**config.mk**
```make
export PLATFORM = sky130hd
export DESIGN_NAME = flow_ctrl_top
export DESIGN_NICKNAME = d
export VERILOG_FILES = /design/src/logic/flow_pkg.sv /design/src/logic/flow_control_fsm.sv /design/src/logic/flow_ctrl_top.sv /design/src/logic/packet_classifier.sv /design/src/logic/vc_dispatcher.sv /design/src/logic/vc_fifo.sv
export VERILOG_INCLUDE_DIRS = /design/src /design/src/logic
export SDC_FILE = /design/constraint.sdc
export NUM_CORES = 1
export LEC_CHECK = 0
export ABC_AREA = 1
export BUFFER_PORTS_ARGS = -buffer_cell sky130_fd_sc_hd__buf_2
export CORE_MARGIN = 2
export CORE_UTILIZATION = 52
export DETAILED_ROUTE_END_ITERATION = 12
export HOLD_SLACK_MARGIN = 0.03
export PLACE_DENSITY = 0.69
export SYNTH_ARGS = -nofsm -noshare
export SYNTH_HDL_FRONTEND = slang
export SYNTH_HIERARCHICAL = 1
export SYNTH_SLANG_ARGS = --single-unit
```
**constraint.sdc**
```tcl
create_clock -name clk -period 5.8 [get_ports clk]
set_input_delay 0.58 -clock clk [delete_from_list [all_inputs] [get_ports clk]]
set_output_delay 0.58 -clock clk [all_outputs]
set_load 0.01 [all_outputs]
```
**src/logic/flow_consts.svh**
```systemverilog
// Sizing macros for the virtual-channel FIFOs, included by any file that sizes a buffer
`ifndef FLOW_CONSTS_SVH
`define FLOW_CONSTS_SVH

// Entries per channel FIFO
`define FLOW_FIFO_DEPTH 8

// Read and write pointer width, wraps naturally at the depth
`define FLOW_PTR_W 3

// Stored-word count, one bit wider than the pointers to reach full
`define FLOW_CNT_W 4

`endif

```
**src/logic/flow_pkg.sv**
```systemverilog
// Shared types for the two-channel flow-control stage, used by RTL and testbench by scoped name
package flow_pkg;

  // One link word, the channel bit steers it to a FIFO
  typedef struct packed {
    logic       vc_id;
    logic [6:0] data;
  } packet_t;

  // Threshold word from the host
  // The controller captures it whole, each FIFO reads the two levels
  typedef union packed {
    logic [7:0] raw;
    struct packed {
      // Almost-full when count reaches this level
      logic [3:0] af_level;
      // Almost-empty while count is at or below this level
      logic [3:0] ae_level;
    } fields;
  } threshold_cfg_t;

  // Per-channel buffer levels
  typedef struct packed {
    logic empty;
    logic full;
    logic almost_full;
    logic almost_empty;
    // sticky until reset
    logic overflow;
  } fifo_flags_t;

  // Controller levels, at most one is high
  typedef struct packed {
    logic idle;
    logic active;
    logic error;
  } fsm_status_t;

endpackage

```
**src/logic/flow_control_fsm.sv**
```systemverilog
// Control state machine of the flow stage, sequences init, idle, active and error
module flow_control_fsm (
  input  logic                     clk,
  input  logic                     reset,
  input  logic                     init,
  input  flow_pkg::threshold_cfg_t threshold_cfg,
  input  flow_pkg::fifo_flags_t    vc0_flags,
  input  flow_pkg::fifo_flags_t    vc1_flags,
  output flow_pkg::threshold_cfg_t thresholds,
  output logic                     enable,
  output logic                     run,
  output flow_pkg::fsm_status_t    status
);

  // One-hot state encoding
  localparam logic [4:0] st_reset  = 5'b00001;
  localparam logic [4:0] st_init   = 5'b00010;
  localparam logic [4:0] st_idle   = 5'b00100;
  localparam logic [4:0] st_active = 5'b01000;
  localparam logic [4:0] st_error  = 5'b10000;

  logic [4:0] state;
  logic [4:0] state_next;
  logic       any_overflow;
  logic       both_empty;

  assign any_overflow = vc0_flags.overflow | vc1_flags.overflow;
  assign both_empty   = vc0_flags.empty & vc1_flags.empty;

  always_ff @(posedge clk) begin
    if (reset) begin
      state <= st_reset;
    end else begin
      state <= state_next;
    end
  end

  // Threshold word taken with the init pulse, held from the init state on
  always_ff @(posedge clk) begin
    if (reset) begin
      thresholds <= '0;
    end else if (state == st_reset && init) begin
      thresholds <= threshold_cfg;
    end
  end

  always_comb begin
    state_next = state;
    case (state)
      st_reset: begin
        if (init) begin
          state_next = st_init;
        end
      end
      st_init: begin
        state_next = st_idle;
      end
      st_idle: begin
        if (!both_empty) begin
          state_next = st_active;
        end
      end
      st_active: begin
        if (both_empty) begin
          state_next = st_idle;
        end
      end
      // Left only by reset
      st_error: begin
        state_next = st_error;
      end
      default: begin
        state_next = st_reset;
      end
    endcase
    // Overflow anywhere wins over the normal flow
    if (any_overflow) begin
      state_next = st_error;
    end
  end

  // Outputs decode the registered state
  assign status.idle   = (state == st_idle);
  assign status.active = (state == st_active);
  assign status.error  = (state == st_error);
  assign enable        = (state == st_idle) | (state == st_active);
  assign run           = (state == st_active);

  a_state_onehot: assert property (@(posedge clk) disable iff (reset) $onehot(state))
    else $error("controller state is not one-hot");

endmodule

```
**src/logic/flow_ctrl_top.sv**
```systemverilog
// Top of the two-channel flow stage, joins controller, classifier, channel FIFOs and dispatcher
module flow_ctrl_top (
  input  logic                     clk,
  input  logic                     reset,
  input  logic                     init,
  input  flow_pkg::threshold_cfg_t threshold_cfg,
  input  logic                     in_valid,
  input  flow_pkg::packet_t        in_word,
  input  logic                     out_pause,
  output logic                     out_valid,
  output flow_pkg::packet_t        out_word,
  output flow_pkg::fsm_status_t    status,
  output flow_pkg::fifo_flags_t    vc0_flags,
  output flow_pkg::fifo_flags_t    vc1_flags
);

  flow_pkg::threshold_cfg_t thresholds;
  flow_pkg::packet_t        push_word;
  flow_pkg::packet_t        vc0_head;
  flow_pkg::packet_t        vc1_head;
  logic                     enable;
  logic                     run;
  logic                     push_vc0;
  logic                     push_vc1;
  logic                     pop_vc0;
  logic                     pop_vc1;

  flow_control_fsm u_flow_control_fsm (
    .clk           (clk),
    .reset         (reset),
    .init          (init),
    .threshold_cfg (threshold_cfg),
    .vc0_flags     (vc0_flags),
    .vc1_flags     (vc1_flags),
    .thresholds    (thresholds),
    .enable        (enable),
    .run           (run),
    .status        (status)
  );

  packet_classifier u_packet_classifier (
    .clk       (clk),
    .reset     (reset),
    .enable    (enable),
    .in_valid  (in_valid),
    .in_word   (in_word),
    .push_vc0  (push_vc0),
    .push_vc1  (push_vc1),
    .push_word (push_word)
  );

  // Both channels share the classifier word bus
  vc_fifo u_vc0_fifo (
    .clk        (clk),
    .reset      (reset),
    .push       (push_vc0),
    .push_word  (push_word),
    .pop        (pop_vc0),
    .thresholds (thresholds),
    .head       (vc0_head),
    .flags      (vc0_flags)
  );

  vc_fifo u_vc1_fifo (
    .clk        (clk),
    .reset      (reset),
    .push       (push_vc1),
    .push_word  (push_word),
    .pop        (pop_vc1),
    .thresholds (thresholds),
    .head       (vc1_head),
    .flags      (vc1_flags)
  );

  vc_dispatcher u_vc_dispatcher (
    .clk       (clk),
    .reset     (reset),
    .run       (run),
    .out_pause (out_pause),
    .vc0_head  (vc0_head),
    .vc1_head  (vc1_head),
    .vc0_empty (vc0_flags.empty),
    .vc1_empty (vc1_flags.empty),
    .pop_vc0   (pop_vc0),
    .pop_vc1   (pop_vc1),
    .out_valid (out_valid),
    .out_word  (out_word)
  );

endmodule

```
**src/logic/packet_classifier.sv**
```systemverilog
// Producer side of the flow stage, registers input words and steers them to a channel FIFO
module packet_classifier (
  input  logic              clk,
  input  logic              reset,
  input  logic              enable,
  input  logic              in_valid,
  input  flow_pkg::packet_t in_word,
  output logic              push_vc0,
  output logic              push_vc1,
  output flow_pkg::packet_t push_word
);

  logic accept;

  // Words seen while disabled are dropped here
  assign accept = enable & in_valid;

  // Push strobes, one cycle after the input strobe
  always_ff @(posedge clk) begin
    if (reset) begin
      push_vc0 <= 1'b0;
      push_vc1 <= 1'b0;
    end else begin
      push_vc0 <= accept & ~in_word.vc_id;
      push_vc1 <= accept & in_word.vc_id;
    end
  end

  // Payload register, only loaded on an accepted word
  always_ff @(posedge clk) begin
    if (accept) begin
      push_word <= in_word;
    end
  end

  a_push_exclusive: assert property (@(posedge clk) disable iff (reset)
    !(push_vc0 && push_vc1))
    else $error("both channel pushes raised in one cycle");

endmodule

```
**src/logic/vc_dispatcher.sv**
```systemverilog
// Consumer side of the flow stage, drains the two channels by fixed priority to the output
module vc_dispatcher (
  input  logic              clk,
  input  logic              reset,
  input  logic              run,
  input  logic              out_pause,
  input  flow_pkg::packet_t vc0_head,
  input  flow_pkg::packet_t vc1_head,
  input  logic              vc0_empty,
  input  logic              vc1_empty,
  output logic              pop_vc0,
  output logic              pop_vc1,
  output logic              out_valid,
  output flow_pkg::packet_t out_word
);

  logic can_pop;

  // No pop outside active or under back-pressure
  assign can_pop = run & ~out_pause;

  // Channel 0 always goes first
  assign pop_vc0 = can_pop & ~vc0_empty;
  assign pop_vc1 = can_pop & vc0_empty & ~vc1_empty;

  // Output strobe, one cycle after the pop
  always_ff @(posedge clk) begin
    if (reset) begin
      out_valid <= 1'b0;
    end else begin
      out_valid <= pop_vc0 | pop_vc1;
    end
  end

  // Popped word is held until the next pop
  always_ff @(posedge clk) begin
    if (pop_vc0) begin
      out_word <= vc0_head;
    end else if (pop_vc1) begin
      out_word <= vc1_head;
    end
  end

  a_pop_exclusive: assert property (@(posedge clk) disable iff (reset)
    !(pop_vc0 && pop_vc1))
    else $error("both channels popped in one cycle");

endmodule

```
**src/logic/vc_fifo.sv**
```systemverilog
// Circular buffer with show-ahead head, count flags and sticky overflow that the top uses per channel
`include "flow_consts.svh"

module vc_fifo (
  input  logic                     clk,
  input  logic                     reset,
  input  logic                     push,
  input  flow_pkg::packet_t        push_word,
  input  logic                     pop,
  input  flow_pkg::threshold_cfg_t thresholds,
  output flow_pkg::packet_t        head,
  output flow_pkg::fifo_flags_t    flags
);

  localparam logic [`FLOW_CNT_W-1:0] fifo_depth = `FLOW_FIFO_DEPTH;

  flow_pkg::packet_t mem [0:`FLOW_FIFO_DEPTH-1];

  logic [`FLOW_PTR_W-1:0] wr_ptr;
  logic [`FLOW_PTR_W-1:0] rd_ptr;
  logic [`FLOW_CNT_W-1:0] count;
  logic                   overflow;
  logic                   is_empty;
  logic                   is_full;
  logic                   do_push;

  assign is_empty = (count == '0);
  assign is_full  = (count == fifo_depth);

  // A full buffer refuses the push even if a pop happens in the same cycle
  assign do_push = push & ~is_full;

  // Storage written at the tail
  always_ff @(posedge clk) begin
    if (do_push) begin
      mem[wr_ptr] <= push_word;
    end
  end

  always_ff @(posedge clk) begin
    if (reset) begin
      wr_ptr <= '0;
      rd_ptr <= '0;
    end else begin
      if (do_push) begin
        wr_ptr <= wr_ptr + 1'b1;
      end
      if (pop) begin
        rd_ptr <= rd_ptr + 1'b1;
      end
    end
  end

  always_ff @(posedge clk) begin
    if (reset) begin
      count <= '0;
    end else begin
      case ({do_push, pop})
        2'b10:   count <= count + 1'b1;
        2'b01:   count <= count - 1'b1;
        default: count <= count;
      endcase
    end
  end

  // Dropped word leaves a mark until reset
  always_ff @(posedge clk) begin
    if (reset) begin
      overflow <= 1'b0;
    end else if (push && is_full) begin
      overflow <= 1'b1;
    end
  end

  // Show-ahead head is valid whenever the buffer is not empty
  assign head = mem[rd_ptr];

  // Levels come from the fields view of the threshold word
  assign flags.empty        = is_empty;
  assign flags.full         = is_full;
  assign flags.almost_full  = (count >= thresholds.fields.af_level);
  assign flags.almost_empty = (count <= thresholds.fields.ae_level);
  assign flags.overflow     = overflow;

  // the dispatcher is expected to gate its pops on the empty flag
  a_no_pop_empty: assert property (@(posedge clk) disable iff (reset)
    pop |-> !is_empty)
    else $error("pop issued to an empty channel FIFO");

endmodule

```
==> run metrics <==
total routed wirelength=16.50 mm; GPL Wtd Cong=0.8784; PD cells=310.5 nW/um^2; # IOs=43; skew final=8.174 ps; Tot GR Track Use=20.87%; outcome=completed; max cap viols=0; WP data arrival=3520 ps; startpoint types=register; chip height=130.4 um; Worst Hold Class=input pin to register; filler cell count=1330; VDD IR max=0.0001891 V; post-CTS resize count=0; endpoints failing setup=0; gr ovfl total=0; Synth top area share=52.09%; H-tree Lvls=4; Die Wd=130.4 um; Synth Instances=767; Routed Antenna Nets=0; Synth Net Count=814; DR WL met3=1.018 mm; Vias=5489; Avg Cell Area, Syn=10.82 sq um; post-synthesis sequential area ratio=62.70%; DP HPWL=11.30 mm; Antenna diodes=0; final slew viol count=0; Mapped Area=8302 sq um; main flop type after synthesis=edfxtp_1; CTS Sinks=188; Vias/cell=5.350; drt pass-1 iters=5; starting density of the core=52.64%; CORE AREA=15770 sq um; post-route setup TNS=0 ps; Final Hold Vio Count=0; largest net degree at the start of global routing=37; Synth warnings=6; Area Growth Syn to Fin=9.103%; postcts setup bufs=0; largest area contributor in the netlist=edfxtp_1; CTS Buffer Depth=2; met1 WL=7.183 mm; footprint of the multi-input gates=2552 sq um; Critical Path Sink Type=register; CTS Buf Count=17; fin crit share=55.13%; WS Path Type=register to register; Synth area leaders=edfxtp_1, dfxtp_1, nand2_1, nor2_1, ha_1; fraction of layout cells with a size suffix above 1=12.35%; Clock Latency Late Sink=430 ps; Root Buffer=clkbuf_16; synthesized flop and latch total=188; IO buf count=42; Worst-path clk slew=60 ps; count leader, synth=edfxtp_1; # nets final=846; WL/cell=16.08 um; FMAX=312.7 MHz; Pleak=3.403 nW; global-route wire length before repair=26.71 mm; initial antenna violation count=0; RSZ-0062 raised after global routing=no; R2R setup slack=2600 ps; asr flop ratio synth=0%; Post-synth EDFFs=144; FF+latch area=5205 sq um; Required @ worst endpoint=6120 ps; Power, Total=0.002812 W; Slew @ Worst Pin=1083 ps; Synth top cells by count=edfxtp_1, nand2_1, nor2_1, inv_1, o21ai_0; Worst slew margin=27.71%; highest routed metal layer=met4; Tmin final=3198 ps; Die ar.=16990 sq um; Row Count=46; library cells used by synthesis=34; met2 WL=7.965 mm; final routed DRC violation total=0; CP Max Fanout=11; CTS Hold Bufs=0; Iter 0 DRT Violations=444; TritonCTS clock tree=done; vias in the first global route=5381
[final cells by class]
type | count | share of cell area, %
Sequential cell | 188 | 57.47
Multi-Input combinational cell | 477 | 28.18
Clock buffer | 20 | 4.821
Tap cell | 216 | 2.984
Inverter | 71 | 2.942
Timing Repair Buffer | 44 | 2.487
Clock inverter | 10 | 1.119
[flip-flops by register name (all words and copies together), names as in the netlist, named ones only]
signal	count
u_vc0_fifo/mem	64
u_vc1_fifo/mem	64
u_flow_control_fsm/thresholds	8
u_packet_classifier/push_word	8
u_vc_dispatcher/out_word	8
u_flow_control_fsm/state	5
u_vc0_fifo/count	4
u_vc1_fifo/count	4
u_vc0_fifo/rd_ptr	3
u_vc0_fifo/wr_ptr	3
u_vc1_fifo/rd_ptr	3
u_vc1_fifo/wr_ptr	3
u_packet_classifier/push_vc0	1
u_packet_classifier/push_vc1	1
u_vc0_fifo/overflow	1
u_vc1_fifo/overflow	1
u_vc_dispatcher/out_valid	1
[layer usage]
layer,vias to the layer above,track usage (%)
li1,2692,-
met1,2595,27.13
met2,174,34.74
met3,28,4.756
met4,0,7.384
met5,-,0
[stage by stage]
| step | hold WS (ps) | area (sq um) | setup WS, ps | utilization (%) | std cells |
|---|---|---|---|---|---|
| after floorplan | 430.4 | 8302 | 3116 | - | 767 |
| after global placement | 452.2 | 8519 | 2772 | 54.02 | 996 |
| after detailed placement | 461.6 | 8519 | 2606 | 54.02 | 996 |
| after CTS | 308.6 | 9057 | 2622 | 57.43 | 1026 |
| after global routing | 312.3 | 9057 | 2327 | 57.43 | 1026 |
| final | 327.0 | 9057 | 2602 | 57.43 | 1026 |
[report_power, final]
part / total, W / internal [W] / leakage [nW] / switching (W)
combinational: 0.000241 / 0.0000886 / 1.49 / 0.000152
clock: 0.00108 / 0.000622 / 0.260 / 0.000456
sequential: 0.00149 / 0.00147 / 1.65 / 0.0000282
[worst max-delay path, cell delays in order, from the launching register on]
cell and delay, ps:
dfxtp_1 340, inv_1 140, nand2_2 100, nor3_1 300
inv_1 300, nor3_1 740, ha_1 350, nand2_1 70
inv_1 80, nor2_1 60, ha_1 190, a21oi_1 150
xnor2_1 80, o21ai_0 140, inv_1 50
[cells in the final DEF (no fill, tap or decap), types with 11 or more instances in the layout]
cell type and instances:
inv_1 66, buf_2 42, a21oi_1 26, nand2_1 122
edfxtp_1 144, o21ai_0 46, o22ai_1 16, clkbuf_16 17
nor2_1 108, nor2_2 11, mux2i_1 16, ha_1 26
dfxtp_1 44, nand3_1 33, o21ai_1 28
[kinds of logic (layout without fill, tap and decap cells)]
logic type,Yosys count,after routing,synth area share [%]
multiplexers,16,16,1.929
flip-flops,188,188,62.70
AND/OR/NAND/NOR,300,300,15.60
adder cells (fa/ha/maj),26,26,3.919
XOR/XNOR,6,6,0.6330
buffers and inverters,102,145,6.556
AO/OA/AOI/OAI,129,129,8.666
[worst paths after layout]
kind                                                         end  cells after the start           startpoint
worst max-delay path                         u_vc1_fifo/count[2]                     14  u_vc0_fifo/count[0]
worst min-delay path            u_packet_classifier/push_word[4]                      1           in_word[4]
worst max register to register               u_vc1_fifo/count[2]                     14  u_vc0_fifo/count[0]
worst min register to register               u_vc0_fifo/overflow                      2  u_vc0_fifo/overflow
No activity file was read; power rests on OpenSTA's default activity.
